==> config.mk <==
export PLATFORM = sky130hd
export DESIGN_NAME = timer_core_flat
export DESIGN_NICKNAME = d
export VERILOG_FILES = /design/src/design/app_bus_pkg.sv /design/src/design/core_bus_if.sv /design/src/design/timer_core.sv /design/src/flat_wrapper.sv
export SDC_FILE = /design/constraint.sdc
export NUM_CORES = 1
export LEC_CHECK = 0
export ABC_AREA = 0
export BUFFER_PORTS_ARGS = -buffer_cell sky130_fd_sc_hd__buf_2
export CAP_MARGIN = 20
export CORE_UTILIZATION = 40
export DETAILED_ROUTE_END_ITERATION = 7
export SLEW_MARGIN = 20
export SYNTH_ARGS = -nofsm -noshare
export SYNTH_HDL_FRONTEND = slang
export SYNTH_SLANG_ARGS = --single-unit
==> constraint.sdc <==
create_clock -name clk -period 4.75 [get_ports clk]
set_input_delay 0.7125 -clock clk [delete_from_list [all_inputs] [get_ports clk]]
set_output_delay 0.7125 -clock clk [all_outputs]
set_load 0.01 [all_outputs]
==> src/design/app_bus_pkg.sv <==
// ------------------
// Address map, timer register map and response codes of the application bus
// Byte addresses on the bus, word offsets inside each core
// ------------------
package app_bus_pkg;

  // Top two address bits select the area
  localparam logic [1:0] area_reserved_a = 2'h0;
  localparam logic [1:0] area_ram        = 2'h1;
  localparam logic [1:0] area_reserved_b = 2'h2;
  localparam logic [1:0] area_mmio       = 2'h3;

  // Core prefix inside the MMIO area
  localparam logic [5:0] timer_prefix = 6'h01;

  // Timer register word offsets
  localparam logic [7:0] timer_ctrl      = 8'h00;
  localparam logic [7:0] timer_status    = 8'h01;
  localparam logic [7:0] timer_prescaler = 8'h02;
  localparam logic [7:0] timer_initial   = 8'h03;
  localparam logic [7:0] timer_current   = 8'h04;

  localparam int ctrl_start_bit     = 0;
  localparam int ctrl_stop_bit      = 1;
  localparam int status_running_bit = 0;

  localparam logic [1:0] resp_okay   = 2'b00;
  localparam logic [1:0] resp_slverr = 2'b10;

  // Same address word, seen as a plain area offset or as an MMIO register
  typedef union packed {
    struct packed {
      logic [1:0]  area;
      logic [29:0] offset;
    } area_view;
    struct packed {
      logic [1:0]  area;
      logic [5:0]  core;
      logic [15:0] unused;
      logic [7:0]  reg_offset;
    } mmio_view;
  } addr_word_u;

endpackage

==> src/design/core_bus_if.sv <==
// ------------------
// Chip-select bus from the decoder to one core
// cs stays high until the core answers with ready
// ------------------
`timescale 1ns/1ps

interface core_bus_if #(
  parameter int addr_bits = 8
) ();

  logic                 cs;
  logic                 we;
  logic [addr_bits-1:0] address;
  logic [31:0]          write_data;
  logic [3:0]           byte_en;
  logic [31:0]          read_data;
  logic                 ready;

  modport controller (
    output cs, we, address, write_data, byte_en,
    input  read_data, ready
  );

  modport core (
    input  cs, we, address, write_data, byte_en,
    output read_data, ready
  );

endinterface

==> src/design/timer_core.sv <==
// ------------------
// Countdown timer, one tick every prescaler+1 cycles
// Prescaler and initial are locked while running
// ------------------
`timescale 1ns/1ps

module timer_core (
  input  logic     clk,
  input  logic     reset_n,
  core_bus_if.core bus
);

  logic        running;
  logic [31:0] prescaler;
  logic [31:0] initial_value;
  logic [31:0] current;
  logic [31:0] prescale_ctr;

  // Registers answer in the same cycle
  assign bus.ready = bus.cs;

  always_comb begin
    bus.read_data = 32'h0;
    case (bus.address)
      app_bus_pkg::timer_status:
        bus.read_data[app_bus_pkg::status_running_bit] = running;
      app_bus_pkg::timer_prescaler: bus.read_data = prescaler;
      app_bus_pkg::timer_initial:   bus.read_data = initial_value;
      app_bus_pkg::timer_current:   bus.read_data = current;
      default:                      bus.read_data = 32'h0;
    endcase
  end

  always_ff @(posedge clk) begin
    if (!reset_n) begin
      running       <= 1'b0;
      prescaler     <= 32'h0;
      initial_value <= 32'h0;
      current       <= 32'h0;
      prescale_ctr  <= 32'h0;
    end else begin
      // --------------------
      // Countdown
      // --------------------
      if (running) begin
        if (prescale_ctr == prescaler) begin
          prescale_ctr <= 32'h0;
          if (current != 32'h0) current <= current - 32'h1;
          if (current <= 32'h1) running <= 1'b0;
        end else begin
          prescale_ctr <= prescale_ctr + 32'h1;
        end
      end

      // Bus writes override the countdown, stop wins over start
      if (bus.cs && bus.we) begin
        case (bus.address)
          app_bus_pkg::timer_ctrl: begin
            if (bus.write_data[app_bus_pkg::ctrl_start_bit]) begin
              current      <= initial_value;
              prescale_ctr <= 32'h0;
              running      <= 1'b1;
            end
            if (bus.write_data[app_bus_pkg::ctrl_stop_bit]) running <= 1'b0;
          end
          app_bus_pkg::timer_prescaler: if (!running) prescaler <= bus.write_data;
          app_bus_pkg::timer_initial:   if (!running) initial_value <= bus.write_data;
          default: ;
        endcase
      end
    end
  end

endmodule

==> src/flat_wrapper.sv <==
// flat-port wrapper written by rule: the top's interface ports become plain ports
module timer_core_flat 
  (clk, reset_n, bus_cs, bus_we, bus_address, bus_write_data, bus_byte_en, bus_read_data, bus_ready);
  core_bus_if bus_i ();
  input  logic clk;
  input  logic reset_n;
  input wire logic [$bits(bus_i.cs)-1:0] bus_cs;
  input wire logic [$bits(bus_i.we)-1:0] bus_we;
  input wire logic [$bits(bus_i.address)-1:0] bus_address;
  input wire logic [$bits(bus_i.write_data)-1:0] bus_write_data;
  input wire logic [$bits(bus_i.byte_en)-1:0] bus_byte_en;
  output wire logic [$bits(bus_i.read_data)-1:0] bus_read_data;
  output wire logic [$bits(bus_i.ready)-1:0] bus_ready;
  assign bus_i.cs = bus_cs;
  assign bus_i.we = bus_we;
  assign bus_i.address = bus_address;
  assign bus_i.write_data = bus_write_data;
  assign bus_i.byte_en = bus_byte_en;
  assign bus_read_data = bus_i.read_data;
  assign bus_ready = bus_i.ready;
  timer_core u_core (.clk(clk), .reset_n(reset_n), .bus(bus_i));
endmodule
Yosys cells after proc, flatten, opt, wreduce, memory -nomap -nowiden
Index checks and enable logic that the tools add are counted.
Widths: inputs -> output; s select.

word-level totals
  flip-flop bits (word level) = 129
  input bits = 48
  output and inout port bits = 33
  logic and storage cells = 39

cells by class
  $add $sub $neg = 2
  $lt $le $gt $ge = 1
  equality and inequality tests = 5
  mux-type cells = 20
  bitwise operators = 1
  reduce and logical (&&, ||, !) cells = 5

operator list
  cell                   number
  $mux 32                11
  $pmux 31 s3            1
  $add 32x1->32 const B  1
  $eq 32x32->1           1
  $le 32x1->1 const B    1
  $reduce_bool 32->1     1
  $sub 32x1->32 const B  1
  $eq 8x2->1 const B     2
  $eq 8x1->1 const B     1
  $eq 8x3->1 const B     1
  $logic_not 8->1        1
  $mux 1                 7
  $reduce_and 3->1       2
  $pmux 1 s4             1
  $logic_and 1x1->1      1
  $not 1->1              1

Logic depth before layout (Yosys ltp)
  word-level depth = 8
  mapped depth = 9

Worst setup path after synthesis
Ideal clock, no wire load.

  kind = input -> output
  start = input bus_address[5]
  end = output bus_read_data[10]
  arrival time = 2.402 ns
  path slack = 1.635 ns
  stages on the path = 7
  cell sequence = or4_1 > nor3_1 > and3b_1 > clkbuf_1 > buf_1 > nand2_1 > o21ai_0

on the way
  word-level cells in the longest chain between the ends = 2
  elaborated cells between the ends (all ways) = 4

ends and longest elaborated chain
  element                                          RTL line            text
  start: declaration                               flat_wrapper.sv:9   input wire logic [$bits(bus_i.address)-1:0] bus_address;
  $eq 8x3->1 / $eq 8x2->1 (equally long branches)  timer_core.sv:24    case (bus.address)
  $pmux 31 s3 *                                    timer_core.sv:24
  end: declaration                                 flat_wrapper.sv:12  output wire logic [$bits(bus_i.read_data)-1:0] bus_read_data;

Every way passes the cells marked *; elsewhere a longest branch is shown, timed or not.

Worst setup path in the final report
  start = input bus_address[5]
  end = output bus_read_data[24]

Same word-level chain as after synthesis.

==> summary.txt <==
Power
  – Worst VDD drop: 0.000261 V
  – Leakage power: 0.00307 µW
  – Power Density: 322 nW/µm²
  – Total power: 2540 µW

Min path
  – Hold Path Class: reg2reg

Timing
  – Clock skew: 0.00869 ns
  – Crit path time final: 3.64 ns
  – Worst relative slew slack: 0.404
  – Tcrit/Tclk final: 0.767
  – RSZ-0062 raised after global routing: false
  – Fmax: 0.274 GHz
  – Final setup fails: 0
  – Setup WS post-layout: 1.11 ns
  – WHS: 0.476 ns
  – Setup_tns: 0 ns
  – Slew Viols, Final: 0
  – Worst-margin pin slew: 0.895 ns
  – Final hold violations: 0

Synthesis
  – Main synth FF type: dfxtp_1
  – Ranking of synthesized cells by area: dfxtp_1 (38%), nand2_1 (10%), xor2_1 (5.9%)
  – Largest area contributor in the netlist: dfxtp_1
  – Syn nets: 922
  – Syn Area/Cell: 7.73 µm²
  – Register area share after synthesis: 0.384
  – Post-synthesis register bit count: 129
  – Mapped cell area: 6720 µm²
  – Post-synth top area share: 0.384
  – Post-synth EDFFs: 0
  – Ys Warns: 0
  – Cell variety after synth: 50
  – Async set-reset flop share out of synthesis: 0
  – Syn Inst Count: 870

CTS
  – Setup Fix Bufs, Post-CTS: 0
  – Clk pin slew, worst setup/hold paths: 0.06 ns
  – Clock Tree Root: clkbuf_16
  – Max clock buf depth: 2
  – Clock Sinks: 129
  – H-tree depth: 4
  – CTS tree: built
  – Skew-Pair Late Insertion Delay: 0.42 ns
  – # resized after CTS: 0
  – Hold Buf Count CTS: 0
  – TritonCTS buffer count: 17

Setup path
  – CP max stage delay: 0.54 ns
  – CP Cell Sequence: buf_2, or4_1, nor3_1, buf_4, and3b_1, buf_4, nand2_1, o21ai_0, buf_2
  – Top fanout value on the critical path: 14
  – Worst Setup End Kind: primary output
  – R2r setup slk: 1.59 ns
  – Slowest stage cell on the critical path: and3b_1
  – CP startpoint kind: primary input
  – Req. time, crit path: 4.04 ns
  – Arrival time worst endpoint: 2.93 ns
  – Critical setup path kind: in2out

Die
  – Die Wd: 132 µm
  – Initial Utilization: 0.407
  – Die area: 17300 µm²
  – Rows: 47
  – Core area: 16500 µm²
  – Ports: 81
  – Die height: 132 µm

Drt
  – Avg Vias per Cell: 5.50
  – Post-Route WL: 19500 µm
  – Avg WL per Cell: 17.0 µm
  – Residual DRC: 0
  – First drt pass iteration count: 5
  – Detailed Route Iter0 Violations: 657
  – Antenna-violating nets left: 0
  – Total number of vias: 6311

Layout
  – Register Area: 2580 µm²
  – Area occupied by multi-input gates: 3890 µm²
  – Antenna Diode Count: 0
  – Share of cells above drive strength 1: 0.148
  – Filler Cells Inserted: 1626
  – Final core utilization: 0.477
  – Area growth, synth to finish: 17.3%
  – Final nets: 967

Global route
  – Total Routing Usage GR: 0.229
  – First-pass GRT wire length: 31200 µm
  – Largest net degree at the start of global routing: 49
  – Vias in the first global route: 5555
  – Remaining Overflow, GRT: 0
  – Initial antenna violation count: 0

Place
  – Dpl ws: 1.12 ns
  – PortBufs: 76
  – DP HPWL: 14100 µm
  – GP Congestion: 0.829

Job
  – Max_cap viols: 0

Status
  – Status: completed
[metrics by stage]
step,std cells,cell area [µm²]
2_1_floorplan,870,6720
4_1_cts,1148,7880
3_3_place_gp,1116,7260
3_5_place_dp,1116,7260
5_1_grt,1148,7890
6_report,1148,7890
[metal layers]
| layer | share of wire | wire length (µm) | track usage |
|---|---|---|---|
| met2 | 0.44 | 8670 | 0.339 |
| met3 | 0.040 | 782 | 0.0421 |
| met1 | 0.50 | 9750 | 0.331 |
| met5 | 0 | 0 | 0 |
| met4 | 0.017 | 337 | 0.0756 |
[worst paths after layout]
| check | from | end | cells after the start |
|---|---|---|---|
| min reg2reg | u_core.initial_value[22] | u_core.initial_value[22] | 2 |
| max | bus_address[5] | bus_read_data[24] | 9 |
| max reg2reg | u_core.current[8] | u_core.current[0] | 7 |
| min | u_core.initial_value[22] | u_core.initial_value[22] | 2 |
[where the power goes]
group | internal [µW] | total, µW | switching (µW)
Sequential | 1080 | 1080 | 0.661
Clock | 868 | 1380 | 508
Combinational | 28.5 | 81.2 | 52.7
Total | 1980 | 2540 | 561
[critical path, delay by kind of cell]
kind,cells,cell delay (ns)
buf+inv,4,0.75
simple gates,4,1.33
compound gates,1,0.13
[kinds of logic after synthesis]
| family | Yosys count | share of synthesized area |
|---|---|---|
| AND/OR/NAND/NOR | 382 | 0.275 |
| adder cells (fa/ha/maj) | 4 | 0.00744 |
| multiplexers | 33 | 0.0491 |
| flip-flops | 129 | 0.384 |
| XOR/XNOR | 64 | 0.0834 |
| AO/OA/AOI/OAI | 188 | 0.160 |
| buffers and inverters | 70 | 0.0417 |
[state kept, by name, summed over array words and instances, names as in the netlist]
signal                count
u_core.prescaler         32
u_core.initial_value     32
u_core.current           32
u_core.running            1
u_core.prescale_ctr      32
[final cells by class]
class,count,share of cell area
Multi-Input combinational cell,671,0.494
Sequential cell,129,0.328
Timing Repair Buffer,91,0.0625
Clock buffer,20,0.0592
Tap cell,220,0.0349
Clock inverter,12,0.0198
Inverter,5,0.00238
[cell usage after synthesis, types with 3 or more instances]
cell type	n
nand2_1	187
dfxtp_1	129
a21oi_1	66
o21ai_0	60
nor2_1	52
clkbuf_1	51
xor2_1	45
mux2i_1	33
a31oi_1	29
nand3_1	24
or4_1	23
nor4_1	19
o31ai_1	19
xnor2_1	19
nor3_1	15
nand4_1	14
or3_1	12
buf_1	7
and3_1	6
buf_2	5
or2_2	5
ha_1	4
inv_1	4
a211o_1	3
and2_1	3
and4_1	3
nand2b_1	3
nor4b_1	3
[cells in the final DEF, fill, tap and decap left out, types with 17 or more instances in the layout]
cell type / netlist / routed
nor4_1: 19 / 18
xor2_1: 45 / 45
or4_1: 23 / 23
buf_2: 5 / 76
xnor2_1: 19 / 19
o21ai_0: 60 / 60
nand3_1: 24 / 24
nor2_1: 52 / 52
o31ai_1: 19 / 19
dfxtp_1: 129 / 129
clkbuf_16: 0 / 17
a31oi_1: 29 / 29
nand2_1: 187 / 187
mux2i_1: 33 / 33
a21oi_1: 66 / 66
Power figures use the tool's default switching activity.
