--- src/design/app_bus_pkg.sv ---
// ------------------
// Address map, timer register map and response codes of the application bus
// Byte addresses on the bus, word offsets inside each core
// ------------------
package app_bus_pkg;

  // Top two address bits select the area
  localparam logic [1:0] area_reserved_a = 2'h0;
  localparam logic [1:0] area_ram        = 2'h1;
  localparam logic [1:0] area_reserved_b = 2'h2;
  localparam logic [1:0] area_mmio       = 2'h3;

  // Core prefix inside the MMIO area
  localparam logic [5:0] timer_prefix = 6'h01;

  // Timer register word offsets
  localparam logic [7:0] timer_ctrl      = 8'h00;
  localparam logic [7:0] timer_status    = 8'h01;
  localparam logic [7:0] timer_prescaler = 8'h02;
  localparam logic [7:0] timer_initial   = 8'h03;
  localparam logic [7:0] timer_current   = 8'h04;

  localparam int ctrl_start_bit     = 0;
  localparam int ctrl_stop_bit      = 1;
  localparam int status_running_bit = 0;

  localparam logic [1:0] resp_okay   = 2'b00;
  localparam logic [1:0] resp_slverr = 2'b10;

  // Same address word, seen as a plain area offset or as an MMIO register
  typedef union packed {
    struct packed {
      logic [1:0]  area;
      logic [29:0] offset;
    } area_view;
    struct packed {
      logic [1:0]  area;
      logic [5:0]  core;
      logic [15:0] unused;
      logic [7:0]  reg_offset;
    } mmio_view;
  } addr_word_u;

endpackage

--- src/design/core_bus_if.sv ---
// ------------------
// Chip-select bus from the decoder to one core
// cs stays high until the core answers with ready
// ------------------
`timescale 1ns/1ps

interface core_bus_if #(
  parameter int addr_bits = 8
) ();

  logic                 cs;
  logic                 we;
  logic [addr_bits-1:0] address;
  logic [31:0]          write_data;
  logic [3:0]           byte_en;
  logic [31:0]          read_data;
  logic                 ready;

  modport controller (
    output cs, we, address, write_data, byte_en,
    input  read_data, ready
  );

  modport core (
    input  cs, we, address, write_data, byte_en,
    output read_data, ready
  );

endinterface

--- src/design/mem_decode.sv ---
// ------------------
// Area and core decode with one registered response
// Reserved areas and unmapped cores answer next cycle with an error
// ------------------
`timescale 1ns/1ps

module mem_decode #(
  parameter int ram_addr_bits = 8
) (
  input  logic                    clk,
  input  logic                    reset_n,
  input  logic                    req_valid,
  input  app_bus_pkg::addr_word_u req_addr,
  input  logic [31:0]             req_wdata,
  input  logic [3:0]              req_wstrb,
  output logic                    resp_ready,
  output logic [31:0]             resp_rdata,
  output logic                    resp_err,
  core_bus_if.controller          ram_bus,
  core_bus_if.controller          timer_bus
);

  logic        resp_ready_reg;
  logic        resp_ready_new;
  logic [31:0] resp_rdata_reg;
  logic [31:0] resp_rdata_new;
  logic        resp_err_reg;
  logic        resp_err_new;

  assign resp_ready = resp_ready_reg;
  assign resp_rdata = resp_rdata_reg;
  assign resp_err   = resp_err_reg;

  always_ff @(posedge clk) begin
    if (!reset_n) begin
      resp_ready_reg <= 1'b0;
    end else begin
      resp_ready_reg <= resp_ready_new;
    end
    resp_rdata_reg <= resp_rdata_new;
    resp_err_reg   <= resp_err_new;
  end

  // --------------------
  // Decode and mux
  // --------------------
  always_comb begin
    resp_ready_new = 1'b0;
    resp_rdata_new = 32'h0;
    resp_err_new   = 1'b0;

    ram_bus.cs         = 1'b0;
    ram_bus.we         = |req_wstrb;
    ram_bus.address    = req_addr.area_view.offset[ram_addr_bits+1:2];
    ram_bus.write_data = req_wdata;
    ram_bus.byte_en    = req_wstrb;

    timer_bus.cs         = 1'b0;
    timer_bus.we         = |req_wstrb;
    timer_bus.address    = {2'b00, req_addr.mmio_view.reg_offset[7:2]};
    timer_bus.write_data = req_wdata;
    timer_bus.byte_en    = req_wstrb;

    // Gate on the registered ready so a request is answered only once
    if (req_valid && !resp_ready_reg) begin
      case (req_addr.area_view.area)
        app_bus_pkg::area_ram: begin
          ram_bus.cs     = 1'b1;
          resp_rdata_new = ram_bus.read_data;
          resp_ready_new = ram_bus.ready;
        end
        app_bus_pkg::area_mmio: begin
          if (req_addr.mmio_view.core == app_bus_pkg::timer_prefix) begin
            timer_bus.cs   = 1'b1;
            resp_rdata_new = timer_bus.read_data;
            resp_ready_new = timer_bus.ready;
          end else begin
            resp_ready_new = 1'b1;
            resp_err_new   = 1'b1;
          end
        end
        default: begin
          resp_ready_new = 1'b1;
          resp_err_new   = 1'b1;
        end
      endcase
    end
  end

endmodule

--- src/flat_wrapper.sv ---
// flat-port wrapper written by rule: the top's interface ports become plain ports
module mem_decode_flat 
#(
  parameter int ram_addr_bits = 8
)
  (clk, reset_n, req_valid, req_addr, req_wdata, req_wstrb, resp_ready, resp_rdata, resp_err, ram_bus_cs, ram_bus_we, ram_bus_address, ram_bus_write_data, ram_bus_byte_en, ram_bus_read_data, ram_bus_ready, timer_bus_cs, timer_bus_we, timer_bus_address, timer_bus_write_data, timer_bus_byte_en, timer_bus_read_data, timer_bus_ready);
  core_bus_if ram_bus_i ();
  core_bus_if timer_bus_i ();
  input  logic clk;
  input  logic reset_n;
  input  logic req_valid;
  input  app_bus_pkg::addr_word_u req_addr;
  input  logic [31:0] req_wdata;
  input  logic [3:0] req_wstrb;
  output logic resp_ready;
  output logic [31:0] resp_rdata;
  output logic resp_err;
  output wire logic [$bits(ram_bus_i.cs)-1:0] ram_bus_cs;
  output wire logic [$bits(ram_bus_i.we)-1:0] ram_bus_we;
  output wire logic [$bits(ram_bus_i.address)-1:0] ram_bus_address;
  output wire logic [$bits(ram_bus_i.write_data)-1:0] ram_bus_write_data;
  output wire logic [$bits(ram_bus_i.byte_en)-1:0] ram_bus_byte_en;
  input wire logic [$bits(ram_bus_i.read_data)-1:0] ram_bus_read_data;
  input wire logic [$bits(ram_bus_i.ready)-1:0] ram_bus_ready;
  output wire logic [$bits(timer_bus_i.cs)-1:0] timer_bus_cs;
  output wire logic [$bits(timer_bus_i.we)-1:0] timer_bus_we;
  output wire logic [$bits(timer_bus_i.address)-1:0] timer_bus_address;
  output wire logic [$bits(timer_bus_i.write_data)-1:0] timer_bus_write_data;
  output wire logic [$bits(timer_bus_i.byte_en)-1:0] timer_bus_byte_en;
  input wire logic [$bits(timer_bus_i.read_data)-1:0] timer_bus_read_data;
  input wire logic [$bits(timer_bus_i.ready)-1:0] timer_bus_ready;
  assign ram_bus_cs = ram_bus_i.cs;
  assign ram_bus_we = ram_bus_i.we;
  assign ram_bus_address = ram_bus_i.address;
  assign ram_bus_write_data = ram_bus_i.write_data;
  assign ram_bus_byte_en = ram_bus_i.byte_en;
  assign ram_bus_i.read_data = ram_bus_read_data;
  assign ram_bus_i.ready = ram_bus_ready;
  assign timer_bus_cs = timer_bus_i.cs;
  assign timer_bus_we = timer_bus_i.we;
  assign timer_bus_address = timer_bus_i.address;
  assign timer_bus_write_data = timer_bus_i.write_data;
  assign timer_bus_byte_en = timer_bus_i.byte_en;
  assign timer_bus_i.read_data = timer_bus_read_data;
  assign timer_bus_i.ready = timer_bus_ready;
  mem_decode #(.ram_addr_bits(ram_addr_bits)) u_core (.clk(clk), .reset_n(reset_n), .req_valid(req_valid), .req_addr(req_addr), .req_wdata(req_wdata), .req_wstrb(req_wstrb), .resp_ready(resp_ready), .resp_rdata(resp_rdata), .resp_err(resp_err), .ram_bus(ram_bus_i), .timer_bus(timer_bus_i));
endmodule
--- config.mk ---
export PLATFORM = sky130hd
export DESIGN_NAME = mem_decode_flat
export DESIGN_NICKNAME = d
export VERILOG_FILES = /design/src/design/app_bus_pkg.sv /design/src/design/core_bus_if.sv /design/src/design/mem_decode.sv /design/src/flat_wrapper.sv
export SDC_FILE = /design/constraint.sdc
export NUM_CORES = 1
export LEC_CHECK = 0
export CAP_MARGIN = 20
export CORE_AREA = 3 3 102 104
export CTS_BUF_LIST = sky130_fd_sc_hd__clkbuf_2
export DETAILED_ROUTE_END_ITERATION = 10
export DIE_AREA = 0 0 105 107
export DONT_BUFFER_PORTS = 1
export HOLD_SLACK_MARGIN = 0.1
export PLACE_DENSITY = 0.35
export SKIP_LAST_GASP = 1
export SYNTH_ARGS = -nofsm -noshare
export SYNTH_HDL_FRONTEND = slang
export SYNTH_SLANG_ARGS = --single-unit
--- constraint.sdc ---
create_clock -name clk -period 1.1 [get_ports clk]
set_input_delay 0.11 -clock clk [delete_from_list [all_inputs] [get_ports clk]]
set_output_delay 0.11 -clock clk [all_outputs]
set_load 0.01 [all_outputs]
## Word-level counts from Yosys, hierarchy flattened

Index checks and enable logic that the tools add are counted.

- Bits in registers: 34
- Output and inout bits: 126

- Eq/ne operators: 3
- Multiplexer cells: 11
- Reductions and logical operators: 4

Operators by type and width:

| kind | number |
|---|---|
| $pmux 32 s2 | 1 |
| $mux 32 | 1 |
| $mux 1 | 7 |
| $eq 6x1->1 const B | 1 |
| $pmux 1 s2 | 2 |
| $reduce_or 4->1 | 1 |
| $eq 2x1->1 const B | 1 |
| $eq 2x2->1 const B | 1 |
| $reduce_and 2->1 | 1 |
| $logic_and 1x1->1 | 1 |
| $logic_not 1->1 | 1 |

## Depth between registers and ports, before layout

- Depth after elaboration: 4
- Gate-level depth with buffers: 5
- Depth with buffers taken out: 3

## Worst setup path before layout

OpenSTA, ideal clock, no wires.

- Kind: register -> output
- Start: register u_core.resp_ready_reg (netlist: u_core.resp_ready)
- End: output timer_bus_cs
- Arrival time: 1.126 ns
- Slack: -0.136 ns
- Stages on the path, launching flop included: 6
- Buffers on the path: 2
- Cell sequence: dfxtp_1 -> and3b_1 -> buf_4 -> buf_2 -> nand2_1 -> nor2_1

- Cells in the longest elaborated chain, start to end: 3

RTL lines:

| element | RTL line | RTL |
|---|---|---|
| start: declaration | mem_decode.sv:23 | `logic resp_ready_reg;` |
| start signal: assignment | mem_decode.sv:38 | `resp_ready_reg <= resp_ready_new;` |
| $logic_not 1->1 | mem_decode.sv:65 | `if (req_valid && !resp_ready_reg) begin` |
| $logic_and 1x1->1 | mem_decode.sv:65 |  |
| $mux 1 | mem_decode.sv:65 |  |
| end: declaration | flat_wrapper.sv:25 | `output wire logic [$bits(timer_bus_i.cs)-1:0] timer_bus_cs;` |

Every way passes these cells.

## Final worst setup path

- Start: register u_core.resp_ready_reg (netlist: u_core.resp_ready)
- End: register u_core.resp_rdata_reg[2] (netlist: u_core.resp_rdata[2])

- Cells in the longest elaborated chain, start to end: 2

RTL lines:

| element | RTL line | RTL |
|---|---|---|
| $logic_not 1->1 | mem_decode.sv:65 |  |
| $logic_and 1x1->1 | mem_decode.sv:65 |  |
| end signal: assignment | mem_decode.sv:40 | `resp_rdata_reg <= resp_rdata_new;` |
| end: declaration | mem_decode.sv:25 | `logic [31:0] resp_rdata_reg;` |

Every way passes these cells.
A chain may end at the register's enable or synchronous reset.

==> impl_metrics.ini <==
[worst_setup_path]
critPathLaunchType = register
crit_type = reg2reg
cp-startpoint = u_core.resp_ready
cp.arrival_ns = 1.71
reg2reg_from = u_core.resp_ready
cp_slowest_stage_delay_ns = 0.36
cp_max_fo = 10
cp_num_buf_inv = 3
r2r_setup_slack_ns = -0.29
crit_path_end = u_core.resp_rdata[2]
crit_cells = 6
slowest_stage = dfxtp_2
cp.required_ns = 1.42
path_delay_family = buffers and inverters
r2r-end = u_core.resp_rdata[2]
path_cells = and3b_2, buf_4, buf_12, bufbuf_16, nand3_1, o21ai_1
endpoint_kind = register
worstRegToRegCells = 6

[power_and_ir_drop]
cellLeakagePower_uw = 0.000709
p_per_area_nw_per_um2 = 1050
vdd_drop_max_uv = 297
power_uw = 2260

[yosys]
async_flop_share = 0
yosys-top-cells-area = dfxtp_1 (31%), buf_4 (31%), nand3b_1 (11%)
synth_flop_cell = dfxtp_1
avgSynthCellArea_um2 = 8.61
synth_cell_types = 23
yosys.area.top_type = dfxtp_1
syn_inst = 251
synth_area_um2 = 2160
ys_seq_elements = 34
ys_warn_count = 0
synth_edf_count = 0
seq_area_frac_synth = 0.315
yosys.area.top_type_share = 0.315

[grt]
gr-usage-all-layers = 0.113
grt_pass1_wl_mm = 9.49
grt_pass1_vias = 1408
met1_usage = 0.118
gr-total-overflow = 0
grt_use_met3 = 0.0536
grt_max_degree = 70
antenna_found_initial = 0
globalRoute.busiestLayer = met2
grtUsageMet2 = 0.195

[clock_network]
clock-sinks = 34
root_buffer = clkbuf_2
cts_buffer_depth = 2
cts_tree = built
clk_latency_ns = 0.36
cts-buffers-inserted = 5
cts.clk_slew.worst_paths_ns = 0.19
cts_max_level = 2

[timing]
period_share = 1.27
maxSlewViolCount = 0
hold_viol_final = 33
setup_slack_ns = -0.292
setup_viol = 34
fin_skew_ns = 0.00613
max_freq_mhz = 718
layout_min_cycle_time_ns = 1.39
whs_ns = -0.138
rsz0062_at_grt = true

[cells_and_area]
final_area_um2 = 2140
antenna_cells = 0
largest_reg_flops = 32
fin_util = 0.222
drive_gt1_frac = 0.238
nNetsFinal = 329
area_growth_pct = -0.753
fillers = 1067

[place]
dp_hpwl_mm = 4.70
port-buffer-count = 0
dpl_cell_area_um2 = 1680
place_congestion = 0.586
dp_slack_ns = -0.0510

[worst_hold_path]
hold_class = in2reg
holdPathStages = 2
min_from = ram_bus_read_data[4]

[detailed_routing]
drcViolationCount = 0
routed_via_density = 4.44
routedWlPerCell_um = 21.2
initialDrtViolationCount = 117
drt-pass1-iter-count = 4
routed_wirelength_mm = 6.93
vias = 1448
antenna_left = 0

[floorplanning]
coreArea_um2 = 9640
rows = 36
io_pins = 263
die_width_um = 105
start_util = 0.224
fp.dieH_um = 107
die_area_um2 = 11200

[outcome]
status = complete, but fails checks
violations = hold timing, setup timing

[run]
drv_cap = 0
==> worst min path at each step <==
stage                                       to  slack (ns)
after global routing      u_core.resp_rdata[2]       -0.21
after global placement    timer_bus_address[1]        0.22
after floorplan              u_core.resp_ready        0.25
final                     u_core.resp_rdata[4]       -0.14
after detailed placement  timer_bus_address[1]        0.22
after CTS                 u_core.resp_rdata[1]       -0.19
==> kinds of logic (layout without fill, tap and decap cells) <==
family,count (synthesis),after routing,synth area share
flops,34,34,0.315
simple gates,74,74,0.218
compound gates,35,35,0.109
buf+inv,107,48,0.356
other cells,1,2,0.00174
==> power breakdown <==
part           internal, uW  switching [uW]  leakage, uW
sequential             1270            34.3     0.000277
combinational           212             132     0.000402
clock                   157             451    0.0000304
==> cells in the mapped netlist, drive strengths merged, types with 2 or more instances <==
cell type   n
nand3b     33
buf        99
o21ai      32
clkbuf      7
nand2       2
nor2b       2
dfxtp      34
nand3      32
==> stage by stage <==
| step | cells | TNS, ns |
|---|---|---|
| final | 326 | -7.16 |
| after global routing | 326 | -9.66 |
| after floorplan | 252 | -0.354 |
| after global placement | 286 | -0.0895 |
| after CTS | 316 | -8.01 |
| after detailed placement | 286 | -0.171 |
==> final cells by class <==
class | count | area [um2] | share of cell area
multi-input combinational | 111 | 748 | 0.349
inverter | 1 | 3.75 | 0.00175
timing repair buffer | 39 | 505 | 0.236
clock inverter | 2 | 8.76 | 0.00408
clock buffer | 6 | 30.0 | 0.0140
sequential | 34 | 682 | 0.318
tap | 133 | 166 | 0.0776
==> placed cells by master, fill, tap and decap left out, drive strengths merged <==
master	count
a31o	1
and2	1
and3b	1
buf	13
bufbuf	2
clkbuf	6
clkinv	2
conb	2
dfxtp	34
dlygate4sd3	24
inv	1
nand2	2
nand3	32
nand3b	33
nor2	1
nor2b	2
nor4	1
o21ai	32
o311a	1
o31a	1
or4	1
==> metal layers <==
metal	vias up	wire, um
met1	647	2400
met5	-	0
li1	647	-
met3	16	812
met4	0	166
met2	138	3550
==> repair_timing <==
| item | CTS | global route |
|---|---|---|
| endpoints found under the hold margin | 34 | 34 |
| pin swaps | 4 | 5 |
| gates cloned | 4 | 0 |
| gates resized for setup | 7 | 5 |
| setup endpoints to repair | 25 | 35 |
| hold buffers | 14 | 10 |
| setup buffers | 4 | 0 |
Power figures use the tool's default switching activity.
