**config.mk**
```make
export PLATFORM = sky130hd
export DESIGN_NAME = axil_frontend
export DESIGN_NICKNAME = d
export VERILOG_FILES = /design/src/design/app_bus_pkg.sv /design/src/design/axil_frontend.sv
export SDC_FILE = /design/constraint.sdc
export NUM_CORES = 1
export LEC_CHECK = 0
export BUFFER_PORTS_ARGS = -buffer_cell sky130_fd_sc_hd__buf_2
export CAP_MARGIN = 5
export CORE_MARGIN = 2
export CORE_UTILIZATION = 38
export CTS_BUF_LIST = sky130_fd_sc_hd__clkbuf_16
export DETAILED_ROUTE_END_ITERATION = 7
export HOLD_SLACK_MARGIN = 0.1
export PLACE_DENSITY = 0.75
export REMOVE_ABC_BUFFERS = 1
export SYNTH_ARGS = -nofsm -noshare
export SYNTH_HDL_FRONTEND = slang
export SYNTH_SLANG_ARGS = --single-unit
```
**constraint.sdc**
```tcl
create_clock -name clk -period 7.9 [get_ports clk]
set_clock_uncertainty 0.1 [all_clocks]
set_input_delay 1.185 -clock clk [delete_from_list [all_inputs] [get_ports clk]]
set_output_delay 1.185 -clock clk [all_outputs]
set_load 0.005 [all_outputs]
```
**src/design/app_bus_pkg.sv**
```systemverilog
// ------------------
// Address map, timer register map and response codes of the application bus
// Byte addresses on the bus, word offsets inside each core
// ------------------
package app_bus_pkg;

  // Top two address bits select the area
  localparam logic [1:0] area_reserved_a = 2'h0;
  localparam logic [1:0] area_ram        = 2'h1;
  localparam logic [1:0] area_reserved_b = 2'h2;
  localparam logic [1:0] area_mmio       = 2'h3;

  // Core prefix inside the MMIO area
  localparam logic [5:0] timer_prefix = 6'h01;

  // Timer register word offsets
  localparam logic [7:0] timer_ctrl      = 8'h00;
  localparam logic [7:0] timer_status    = 8'h01;
  localparam logic [7:0] timer_prescaler = 8'h02;
  localparam logic [7:0] timer_initial   = 8'h03;
  localparam logic [7:0] timer_current   = 8'h04;

  localparam int ctrl_start_bit     = 0;
  localparam int ctrl_stop_bit      = 1;
  localparam int status_running_bit = 0;

  localparam logic [1:0] resp_okay   = 2'b00;
  localparam logic [1:0] resp_slverr = 2'b10;

  // Same address word, seen as a plain area offset or as an MMIO register
  typedef union packed {
    struct packed {
      logic [1:0]  area;
      logic [29:0] offset;
    } area_view;
    struct packed {
      logic [1:0]  area;
      logic [5:0]  core;
      logic [15:0] unused;
      logic [7:0]  reg_offset;
    } mmio_view;
  } addr_word_u;

endpackage

```
**src/design/axil_frontend.sv**
```systemverilog
// ------------------
// AXI4-Lite slave, one transaction in flight at a time
// Writes win over reads when both arrive together
// No new address is taken while a response is held
// ------------------
`timescale 1ns/1ps

module axil_frontend (
  input  logic                    clk,
  input  logic                    reset_n,
  input  logic [31:0]             awaddr,
  input  logic                    awvalid,
  output logic                    awready,
  input  logic [31:0]             wdata,
  input  logic [3:0]              wstrb,
  input  logic                    wvalid,
  output logic                    wready,
  output logic [1:0]              bresp,
  output logic                    bvalid,
  input  logic                    bready,
  input  logic [31:0]             araddr,
  input  logic                    arvalid,
  output logic                    arready,
  output logic [31:0]             rdata,
  output logic [1:0]              rresp,
  output logic                    rvalid,
  input  logic                    rready,
  output logic                    req_valid,
  output app_bus_pkg::addr_word_u req_addr,
  output logic [31:0]             req_wdata,
  output logic [3:0]              req_wstrb,
  input  logic                    resp_ready,
  input  logic [31:0]             resp_rdata,
  input  logic                    resp_err
);

  localparam logic [2:0] st_idle    = 3'd0;
  localparam logic [2:0] st_wr_req  = 3'd1;
  localparam logic [2:0] st_rd_req  = 3'd2;
  localparam logic [2:0] st_wr_resp = 3'd3;
  localparam logic [2:0] st_rd_resp = 3'd4;

  logic [2:0]  state;
  logic [1:0]  resp_code;
  logic [31:0] rdata_reg;
  logic        write_accept;
  logic        read_accept;

  assign write_accept = (state == st_idle) && awvalid && wvalid;
  assign read_accept  = (state == st_idle) && arvalid && !(awvalid && wvalid);

  assign awready   = write_accept;
  assign wready    = write_accept;
  assign arready   = read_accept;
  assign req_valid = (state == st_wr_req) || (state == st_rd_req);
  assign bvalid    = (state == st_wr_resp);
  assign rvalid    = (state == st_rd_resp);
  assign bresp     = resp_code;
  assign rresp     = resp_code;
  assign rdata     = rdata_reg;

  // --------------------
  // Transaction FSM
  // --------------------
  always_ff @(posedge clk) begin
    if (!reset_n) begin
      state <= st_idle;
    end else begin
      case (state)
        st_idle: begin
          if (write_accept) begin
            state <= st_wr_req;
          end else if (read_accept) begin
            state <= st_rd_req;
          end
        end
        st_wr_req:  if (resp_ready) state <= st_wr_resp;
        st_rd_req:  if (resp_ready) state <= st_rd_resp;
        st_wr_resp: if (bready) state <= st_idle;
        st_rd_resp: if (rready) state <= st_idle;
        default:    state <= st_idle;
      endcase
    end
  end

  // Request held stable from handshake until the decoder answers
  always_ff @(posedge clk) begin
    if (write_accept) begin
      req_addr  <= awaddr;
      req_wdata <= wdata;
      req_wstrb <= wstrb;
    end else if (read_accept) begin
      req_addr  <= araddr;
      req_wdata <= 32'h0;
      // Zero strobes mark a read downstream
      req_wstrb <= 4'h0;
    end

    if (req_valid && resp_ready) begin
      resp_code <= resp_err ? app_bus_pkg::resp_slverr : app_bus_pkg::resp_okay;
      rdata_reg <= resp_rdata;
    end
  end

endmodule

```
* Word-level counts from Yosys, hierarchy flattened
Cells that the tools add are included.
** Cells by class
- Bitwise logic cells :: 0
- Magnitude comparators :: 0
- Multipliers :: 0
- Equal/unequal tests :: 9
- Shift-type cells :: 0
- Multiplexer cells :: 14
- Divide/modulo/power cells :: 0
- Add/subtract/negate cells :: 0
- Reductions and logical operators :: 11
** Operators with widths (number)
- $mux 32 :: 4
- $mux 3 :: 6
- $pmux 3 s5 :: 1
- $mux 4 :: 2
- $eq 3x2->1 const B :: 2
- $logic_and 1x1->1 :: 6
- $reduce_and 5->1 :: 1
- $ne 2x1->1 const B :: 2
- $ne 2x2->1 const B :: 2
- $eq 3x1->1 const B :: 1
- $eq 3x3->1 const B :: 1
- $logic_not 3->1 :: 1
- $ne 3x3->1 const B :: 1
- $mux 2 :: 1
- $reduce_bool 2->1 :: 1
- $logic_not 1->1 :: 1
- $logic_or 1x1->1 :: 1
** Word-level totals
- Bits in registers :: 105
- Logic and storage cells :: 40
- RAM bits :: 0
- Latch bits :: 0
- Memories kept :: 0
- Output and inout port bits :: 110
- ROM bits :: 0

* Depth between registers and ports, before layout
Gate-level depths: netlist of the first run.
- Word-level depth :: 6
- Mapped depth :: 5
- Gate-level depth less buffers :: 4

* Least setup slack after synthesis of the first run
Ideal clock, no wire load.
- Path kind :: input to register
- Start point :: input wvalid
- End point :: register req_addr[0] (netlist bit), enable pin
- Arrival :: 7.661 ns
- Required time :: 7.138 ns
- Stages :: 2
- Setup time :: 0.662 ns
- Setup slack :: -0.523 ns
- Cells stage by stage :: a21oi_1 > nor4_1
** Between the ends
- Cells in the longest elaborated chain, start to end :: 4
- Elaborated cells between the ends (all ways) :: 5
** RTL lines
- from (decl) :: RTL line axil_frontend.sv:16 : input logic wvalid,
- $logic_and 1x1->1 :: RTL line axil_frontend.sv:50 : assign read_accept = (state == st_idle) && arvalid && !(awvalid && wvalid);
- $logic_not 1->1 :: RTL line axil_frontend.sv:50
- $logic_and 1x1->1 :: RTL line axil_frontend.sv:50
- $reduce_bool 2->1 (no line) (*)
- to (signal assigned) :: RTL line axil_frontend.sv:89 : req_addr <= awaddr;
- to (signal assigned) :: RTL line axil_frontend.sv:93 : req_addr <= araddr;
- to (decl) :: RTL line axil_frontend.sv:29 : output app_bus_pkg::addr_word_u req_addr,
Mark *: on every way between the ends. The rest lies on a longest branch, timed or not.
A chain may end at the register's enable or synchronous reset.

* Worst setup path after layout of the first run
- Start point :: input wvalid
- End point :: output awready
** Between the ends
- Cells in the longest elaborated chain, start to end :: 1
** RTL lines
- $logic_and 1x1->1 :: RTL line axil_frontend.sv:49 : assign write_accept = (state == st_idle) && awvalid && wvalid;
- to (decl) :: RTL line axil_frontend.sv:13 : output logic awready,
No other way between the ends.

==> results.json, run 1 <==
{
  "first_global_vias": 2771,
  "post_cts_buffers": 0,
  "synthToLayoutAreaGrowth_pct": 42.7,
  "p_leak_uw": 0.00245,
  "placeableCoreArea_um2": 10200,
  "post_cts_resize_count": 0,
  "portBuffers": 248,
  "num_vias": 2716,
  "h-tree-depth": 3,
  "globalplace.congestion": 0.761,
  "worstSetupStartpointType": "input pin",
  "crit_fanout": 41,
  "postCtsHoldBufs": 0,
  "num_clock_sinks": 104,
  "finalHoldViolCount": 0,
  "first_iter_violations": 66,
  "rsz_0062_raised_after_global_routing": "false",
  "syn_area_um2": 3950,
  "worst_path_most_repeated_cell": "sky130_fd_sc_hd__buf_2",
  "max_freq_mhz": 285,
  "grt_pass1_wl_um": 13500,
  "synth.distinct_cells": 23,
  "post_layout_nonfiller_instances": 605,
  "detail_route.first_pass.iterations": 4,
  "top_layer_used": "met4",
  "antenna_violations_before_repair": 0,
  "average_routed_wire_per_standard_cell_um": 14.6,
  "list_of_cells_traversed_by_the_critical_path": "buf_2, nand2_1, nor4_4, buf_4, buf_2",
  "synthCells": 213,
  "detail_route.wirelength.met1_um": 3180,
  "route.detailed.drc": 0,
  "power.density_nw_per_um2": 243,
  "place.detailed.instances": 589,
  "cts_tree": "built",
  "clk_pin_slew_ns": 0.07,
  "timing.critical_path.to_type": "output port",
  "detailedPlacementHpwl_um": 6850,
  "drv.max_cap_violation_count": 0,
  "fin_nets": 605,
  "layout_worst_path_cycle_share_pct": 44.5,
  "start_util_pct": 38.6,
  "antenna_cells_inserted": 0,
  "syn-mean-instance-area_um2": 18.6,
  "maxSlewHeadroom_pct": 65.5,
  "cts_buffers": 9,
  "timing.hold.worst.class": "reg -> reg",
  "timing.final.setup_violations": 0,
  "grt_max_degree": 42,
  "die_width_um": 106,
  "gr-usage-all-layers_pct": 15.7,
  "setup.worst_path.class": "in -> out",
  "crit_path_top_delay_cell": "sky130_fd_sc_hd__buf_4",
  "synth.yosys.seq_area_share_pct": 78.3,
  "clock_latency_ns": 0.33,
  "outcome": "finished clean",
  "yosysWarnings": 0,
  "ir_worst_vdd_mv": 0.104,
  "required_ns": 6.61,
  "cts.path.max_buffers": 2,
  "placement_rows": 37,
  "drv_slew": 0,
  "signal_arrival_time_at_the_worst_endpoint_ns": 2.23,
  "globalRouteOverflowTotal": 0,
  "route.met3.wl_um": 1010,
  "timing_worst_slew_pin_value_ns": 0.517,
  "critical_path.max_stage_delay_ns": 0.43,
  "dr_wl_met2_um": 4490,
  "final_util_pct": 55.1,
  "synth_seq_cells": 104,
  "filler_cell_count": 868,
  "area_of_placed_instances_um2": 5330,
  "wl_um": 8840,
  "drive_gt1_share_pct": 65.0,
  "flop2flop_setup_slack_ns": 5.96,
  "cts_root_buffer": "sky130_fd_sc_hd__clkbuf_16",
  "detail-route-antenna-nets": 0,
  "fin_crit_ns": 3.51,
  "die_area_um2": 11200,
  "io-pin-count": 251,
  "routed_via_density": 4.49,
  "die_h_um": 106,
  "post-route-cell-area_um2": 5640
}
-- through the flow --
step                setup WS [ns]  setup TNS (ns)  total power [µW]  hold WS (ns)
floorplan                  -0.523          -35.56               827         0.485
global placement             4.42               0               938         0.539
detailed placement           4.38               0               946         0.552
CTS                          4.37               0              1390         0.572
global route                 4.29               0              1440         0.609
finish                       4.39               0              1370         0.581
-- final timing paths --
kind / startpoint / to / depth (start not counted)
worst min register to register: state[2] / state[1] / 1
worst max register to register: state[2] / req_addr[22] / 3
worst max-delay path: wvalid / awready / 5
worst min-delay path: state[2] / state[1] / 1
-- placed cells by master (no fill, tap or decap), drive strengths merged --
cell type	synthesis	layout
a221o	1	1
nor2	4	4
mux2	32	32
nand2	2	2
xnor2	1	1
clkbuf	2	9
buf	12	253
and4b	1	1
clkinvlp	0	3
conb	1	2
nor4	2	2
bufinv	0	1
o221a	1	1
and2	38	38
mux2i	1	1
clkinv	0	1
inv	0	2
dfxtp	3	3
nor4b	1	1
edfxtp	101	101
nor2b	3	3
a21oi	3	3
o31a	1	1
nor3b	3	3
-- critical path: cells and delay by family --
| kind | cells | cell delay, ns |
|---|---|---|
| buf+inv | 3 | 0.71 |
| simple gates | 2 | 0.31 |
-- layer usage --
metal,vias up,track usage (%)
li1,1295,-
met1,1238,16.9
met2,169,27.5
met3,14,5.95
met4,0,6.86
met5,-,0
-- kinds of logic after synthesis --
family	share of synthesized area (%)
AOI/OAI and AO/OA	1.14
xor gates and xnor gates	0.222
DFF	78.3
and+or+nand+nor	8.93
muxes	9.37
other	0.0949
buffers and inverters	1.96
-- cells in the mapped netlist --
cell,n,area [µm²]
sky130_fd_sc_hd__nor4_4,1,21.3
sky130_fd_sc_hd__nand2_1,2,7.51
sky130_fd_sc_hd__nor2b_1,3,18.8
sky130_fd_sc_hd__xnor2_1,1,8.76
sky130_fd_sc_hd__o221a_2,1,11.3
sky130_fd_sc_hd__buf_4,4,30.0
sky130_fd_sc_hd__nor4_1,1,6.26
sky130_fd_sc_hd__nor2_1,4,15.0
sky130_fd_sc_hd__and4b_1,1,10.0
sky130_fd_sc_hd__a221o_1,1,10.0
sky130_fd_sc_hd__clkbuf_1,2,7.51
sky130_fd_sc_hd__a21oi_1,3,15.0
sky130_fd_sc_hd__dfxtp_1,3,60.1
sky130_fd_sc_hd__mux2_2,32,360
sky130_fd_sc_hd__nor3b_2,1,12.5
sky130_fd_sc_hd__nor3b_1,2,15.0
sky130_fd_sc_hd__edfxtp_1,101,3030
sky130_fd_sc_hd__conb_1,1,3.75
sky130_fd_sc_hd__nor4b_1,1,8.76
sky130_fd_sc_hd__o31a_1,1,8.76
sky130_fd_sc_hd__buf_2,8,40.0
sky130_fd_sc_hd__mux2i_1,1,10.0
sky130_fd_sc_hd__and2_1,38,238
-- area by class of cell --
type                       instances  area, µm²  share of cell area (%)
tap                              136        170                    3.02
clock inverter                     7       78.8                    1.40
timing repair buffer             253       1280                    22.7
clock buffer                       9        225                    4.00
sequential                       104       3090                    54.9
multi-input combinational         96        791                    14.0
-- power by group --
group	internal, µW	leakage [µW]	switching (µW)
clock network	248	0.000139	195
registers	699	0.00100	21.8
logic	103	0.00131	105
total	1050	0.00245	322
Note: power is estimated with default switching activity, not from simulation.
==> run 2, diff against run 1 <==
ABC_AREA = 1   (was unset)
CORE_UTILIZATION = 39   (was 38)
clock period = 3.2 ns   (was 7.9 ns; I/O delays follow)
==> results.json, run 2 <==
{
  "outcome": "finished clean",
  "cts.path.max_buffers": 2,
  "postSynth.topFlopCell": "sky130_fd_sc_hd__edfxtp_1",
  "signal_arrival_time_at_the_worst_endpoint_ns": 1.63,
  "first_global_vias": 2985,
  "timing.final.setup_violations": 0,
  "power.density_nw_per_um2": 746,
  "setup.worst_path.start": "state[2]",
  "synth_area_leaders": "sky130_fd_sc_hd__edfxtp_1 73%, sky130_fd_sc_hd__nand2_1 9.7%, sky130_fd_sc_hd__inv_1 4.2%",
  "report.power.total_uw": 4350,
  "flop2flop_setup_slack_ns": 1.18,
  "final_util_pct": 56.5,
  "postCtsHoldBufs": 0,
  "worstSetupEndpoint": "wready",
  "placeableCoreArea_um2": 10300,
  "syn_area_um2": 4160,
  "async_reset_ff_share_pct": 0,
  "timing.hold.worst.class": "in -> reg",
  "num_clock_sinks": 104,
  "wl_um": 9980,
  "gr-usage-all-layers_pct": 16.8,
  "synth_seq_cells": 104,
  "cts_root_buffer": "sky130_fd_sc_hd__clkbuf_16",
  "post_cts_buffers": 0,
  "yosysTopAreaCellShare_pct": 72.9,
  "cts_buffers": 9,
  "fin_nets": 726,
  "dp_worst_setup_slack_ns": 1.09,
  "layout.cells.most_common_list": "248 x sky130_fd_sc_hd__buf_2, 108 x sky130_fd_sc_hd__nand2_1, 101 x sky130_fd_sc_hd__edfxtp_1, 47 x sky130_fd_sc_hd__inv_1, 21 x sky130_fd_sc_hd__nor2_1",
  "detail-route-antenna-nets": 0,
  "fin_crit_ns": 2.21,
  "synth_most_common_cell": "sky130_fd_sc_hd__nand2_1",
  "power.combinational.fraction_pct": 27.1,
  "clock_power_share_pct": 23.0,
  "timing.hold.ws_ns": 0.217,
  "number_of_flops_mapped_to_enable_cells_by_yosys": 101,
  "ir_worst_vdd_mv": 0.291,
  "p_leak_uw": 0.00286,
  "synthDominantAreaCellType": "sky130_fd_sc_hd__edfxtp_1",
  "globalRouteOverflowTotal": 0,
  "average_routed_wire_per_standard_cell_um": 13.7,
  "synthToLayoutAreaGrowth_pct": 40.2,
  "grt_max_degree": 69,
  "route.detailed.drc": 0,
  "ff2ff_path_depth": 3,
  "required_ns": 2.62,
  "die_h_um": 107,
  "placement_rows": 37,
  "detailedPlacementHpwl_um": 7570,
  "antenna_violations_before_repair": 0,
  "layout_worst_path_cycle_share_pct": 69.0,
  "post_layout_nonfiller_instances": 726,
  "detail_route.first_pass.iterations": 6,
  "drv.max_cap_violation_count": 0,
  "switching_share_pct": 29.8,
  "num_vias": 3205,
  "worstSetupStartpointType": "flip-flop",
  "most_common_library_cell_in_the_layout_ignoring_fill_and_taps": "sky130_fd_sc_hd__buf_2",
  "finalHoldViolCount": 0,
  "portBuffers": 248,
  "crit_fanout": 34,
  "drv_slew": 0,
  "synth.yosys.seq_area_share_pct": 74.3,
  "timing_worst_slew_pin_value_ns": 1.02,
  "clock_latency_ns": 0.33,
  "synthCells": 334,
  "setup.worst_path.class": "reg -> out",
  "io-pin-count": 251,
  "switching_power_uw": 1300,
  "drive_gt1_share_pct": 50.2,
  "max_freq_mhz": 453,
  "start_util_pct": 40.3,
  "synth.distinct_cells": 21,
  "cts_tree": "built",
  "post_cts_resize_count": 0,
  "globalplace.congestion": 0.921,
  "yosysWarnings": 0,
  "h-tree-depth": 3,
  "antenna_cells_inserted": 0,
  "timing.critical_path.to_type": "output port",
  "routed_via_density": 4.41,
  "die_width_um": 107,
  "setup_slack_ns": 0.991,
  "cellInternalPower_uw": 3050,
  "first_iter_violations": 152,
  "maxSlewHeadroom_pct": 31.9,
  "place.detailed.instances": 710,
  "synth.cells.most_frequent": "108 x sky130_fd_sc_hd__nand2_1, 101 x sky130_fd_sc_hd__edfxtp_1, 47 x sky130_fd_sc_hd__inv_1",
  "die_area_um2": 11500,
  "syn-mean-instance-area_um2": 12.5,
  "filler_cell_count": 865,
  "critical_path.reg2reg.startpoint": "state[0]",
  "share_seq_of_total_power_pct": 49.9,
  "rsz_0062_raised_after_global_routing": "false",
  "crit-reg2reg-capture": "rdata[5]",
  "grt_pass1_wl_um": 14400,
  "clk_pin_slew_ns": 0.07
}
run 2: cell count changes after synthesis, sizes merged, moves of 3 or more:
cell   change
and2      -38
nor3b      -3
nand4      +4
nor2b      -3
inv       +49
nand3      +3
mux2      -32
nand2    +108
nor2      +39
run 2: cell families after synthesis:
logic type	count (synthesis)	synth area share (%)
and+or+nand+nor	162	18.3
AOI/OAI and AO/OA	4	0.481
other	1	0.0901
DFF	104	74.3
buffers and inverters	63	6.79
run 2: layout make-up:
| type | instances | area, µm² | area share [%] |
|---|---|---|---|
| flip-flops and latches | 104 | 3090 | 53.0 |
| clock buffers | 9 | 225 | 3.86 |
| clock inverters | 7 | 46.3 | 0.793 |
| well taps | 136 | 170 | 2.92 |
| inverters | 49 | 184 | 3.15 |
| repair buffers | 253 | 1300 | 22.3 |
| multi-input cells | 168 | 813 | 13.9 |
run 2: worst min path at each step:
stage,start,end,slack (ns),cells past startpoint
CTS,resp_rdata[20],rdata[20],0.20,1
global placement,state[1],state[1],0.49,4
global route,resp_rdata[3],rdata[3],0.20,1
detailed placement,state[1],state[1],0.51,4
floorplan,state[1],state[1],0.47,4
finish,resp_rdata[20],rdata[20],0.22,1
run 2: metal layers:
layer | global-route usage [%] | wire [µm] | up-vias
met2 | 29.8 | 5210 | 187
li1 | - | - | 1568
met3 | 5.02 | 977 | 13
met5 | 0 | 0 | -
met1 | 18.7 | 3630 | 1437
met4 | 6.96 | 162 | 0
run 2: through the flow:
step	cell area [µm²]	setup TNS [ns]
3_5_place_dp	5560	0
5_1_grt	5840	0
3_3_place_gp	5560	0
6_report	5840	0
2_1_floorplan	4070	-97.81
4_1_cts	5840	0
run 2: critical path: stages, from the launching register on:
cell	delay (ns)
sky130_fd_sc_hd__dfxtp_1	0.37
sky130_fd_sc_hd__nor2_4	0.19
sky130_fd_sc_hd__nand2_4	0.10
sky130_fd_sc_hd__nor2_8	0.09
sky130_fd_sc_hd__buf_4	0.34
sky130_fd_sc_hd__buf_2	0.18
run 2: power by group through the flow:
stage	Clock, µW	Sequential (µW)	Combinational, µW
2_1_floorplan	0	2310	434
3_3_place_gp	0	2190	1180
3_5_place_dp	0	2200	1200
4_1_cts	1030	2180	1210
5_1_grt	1080	2210	1320
6_report	1000	2170	1180
==> run 3, diff against run 2 <==
CORE_UTILIZATION = 40   (was 39)
PLACE_DENSITY = 0.74   (was 0.75)
clock period = 2.29 ns   (was 3.2 ns; I/O delays follow)
==> results.json, run 3 (synthesis gave the netlist of run 2 again) <==
{
  "outcome": "finished clean",
  "wl_um": 10300,
  "die_area_um2": 11200,
  "layout_worst_path_cycle_share_pct": 92.7,
  "timing.final.setup_violations": 0,
  "cts_tree": "built",
  "globalRouteOverflowTotal": 0,
  "rsz_0062_raised_after_global_routing": "false",
  "first_global_vias": 3298,
  "antenna_cells_inserted": 0,
  "ir_worst_vdd_mv": 0.518,
  "worstSetupStartpointType": "flip-flop",
  "die_width_um": 106,
  "die_h_um": 106,
  "timing.critical_path.to_type": "output port",
  "placeableCoreArea_um2": 10200,
  "setup.worst_path.class": "reg -> out",
  "io-pin-count": 251,
  "detail-route-antenna-nets": 0,
  "num_vias": 3363,
  "setup_slack_ns": 0.166,
  "setup_tns_ns": 0,
  "hold-path-cell-count": 3,
  "detail_route.first_pass.iterations": 4,
  "detailedPlacementHpwl_um": 7520,
  "fin_crit_ns": 2.12,
  "grt_max_degree": 39,
  "clock_latency_ns": 0.34,
  "critical_path.reg2reg.startpoint": "state[1]",
  "start_util_pct": 40.7,
  "route.detailed.drc": 0,
  "drv.max_cap_violation_count": 0,
  "drv_slew": 0,
  "required_ns": 1.85,
  "cts_root_buffer": "sky130_fd_sc_hd__clkbuf_16",
  "signal_arrival_time_at_the_worst_endpoint_ns": 1.68,
  "globalplace.congestion": 0.797,
  "post_cts_buffers": 0,
  "most_common_library_cell_in_the_layout_ignoring_fill_and_taps": "sky130_fd_sc_hd__buf_2",
  "timing.hold.worst.class": "in -> reg",
  "dp_worst_setup_slack_ns": 0.396,
  "placement_rows": 37,
  "average_routed_wire_per_standard_cell_um": 13.5,
  "finalHoldViolCount": 0,
  "flop2flop_setup_slack_ns": 0.50,
  "crit-reg2reg-capture": "req_addr[8]",
  "grt_pass1_wl_um": 15700,
  "crit_fanout": 20,
  "cts_buffers": 9,
  "synthToLayoutAreaGrowth_pct": 48.5,
  "max_freq_mhz": 471,
  "first_iter_violations": 137,
  "ff2ff_path_depth": 7,
  "filler_cell_count": 855,
  "min_from": "reset_n",
  "p_leak_uw": 0.00302,
  "routed_via_density": 4.43,
  "antenna_violations_before_repair": 0,
  "cts.path.max_buffers": 2,
  "power.density_nw_per_um2": 1000,
  "gr-usage-all-layers_pct": 18.2,
  "portBuffers": 248,
  "timing.hold.ws_ns": 0.143,
  "worstHoldEndpoint": "state[2]",
  "setup.worst_path.start": "state[1]",
  "clk_pin_slew_ns": 0.07,
  "h-tree-depth": 3,
  "drive_gt1_share_pct": 47.2,
  "num_clock_sinks": 104,
  "layout.cells.most_common_list": "248 x sky130_fd_sc_hd__buf_2, 108 x sky130_fd_sc_hd__nand2_1, 101 x sky130_fd_sc_hd__edfxtp_1, 49 x sky130_fd_sc_hd__inv_1, 33 x sky130_fd_sc_hd__dlygate4sd3_1",
  "fin_nets": 760
}
run 3: changes by cell type in the layout (fill, tap and decap cells not counted):
cell	before	now
sky130_fd_sc_hd__buf_4	3	4
sky130_fd_sc_hd__clkinvlp_4	1	0
sky130_fd_sc_hd__bufinv_16	0	1
sky130_fd_sc_hd__inv_6	1	0
sky130_fd_sc_hd__dlygate4sd3_1	0	33
sky130_fd_sc_hd__clkinv_2	1	0
sky130_fd_sc_hd__clkinv_4	2	1
sky130_fd_sc_hd__inv_1	47	49
run 3: worst max-delay path by stage:
stage / end / slack [ns] / cells after the start
finish: wready / 0.17 / 5
global route: wready / 0.05 / 5
CTS: wready / 0.14 / 5
detailed placement: req_addr[10] / 0.40 / 7
global placement: req_addr[8] / 0.47 / 7
floorplan: req_addr[0] / -2.23 / 3
run 3: worst max-delay path: stages, from the launching register on:
cell and delay, ns:
sky130_fd_sc_hd__dfxtp_1 0.38, sky130_fd_sc_hd__nor2_4 0.17, sky130_fd_sc_hd__nand2_4 0.10, sky130_fd_sc_hd__nor2_8 0.26, sky130_fd_sc_hd__buf_4 0.28, sky130_fd_sc_hd__buf_2 0.14
run 3: repair_timing:
action	CTS	global route
hold buffers	33	0
gates resized for setup	0	0
endpoints found under the hold margin	33	0
run 3: metrics by stage:
stage | power [µW] | area [µm²] | instances | utilization [%]
3_3_place_gp | 4690 | 5570 | 711 | 54.5
4_1_cts | 6290 | 6180 | 759 | 60.4
2_1_floorplan | 3730 | 4070 | 321 | -
6_report | 6210 | 6180 | 759 | 60.4
5_1_grt | 6550 | 6180 | 759 | 60.4
3_5_place_dp | 4770 | 5570 | 711 | 54.5
run 3: area by class of cell:
| cell class | instances | area, µm² | area share (%) |
|---|---|---|---|
| multi-input cells | 168 | 813 | 13.2 |
| inverters | 49 | 184 | 2.98 |
| clock buffers | 9 | 225 | 3.64 |
| well taps | 136 | 170 | 2.75 |
| repair buffers | 287 | 1640 | 26.6 |
| flip-flops and latches | 104 | 3090 | 50.0 |
| clock inverters | 6 | 53.8 | 0.870 |
run 3: routing by layer:
metal	share of wire (%)	vias to the layer above	track usage, %
li1	-	1635	-
met1	37	1561	20.0
met2	54	151	33.4
met3	6.8	16	4.41
met4	2.1	0	7.80
met5	0	-	0
run 3: power breakdown:
part / switching, µW / leakage (µW) / total [µW] / internal [µW]
combinational: 992 / 0.00189 / 1700 / 711
sequential: 172 / 0.000989 / 3040 / 2870
clock: 637 / 0.000143 / 1460 / 828
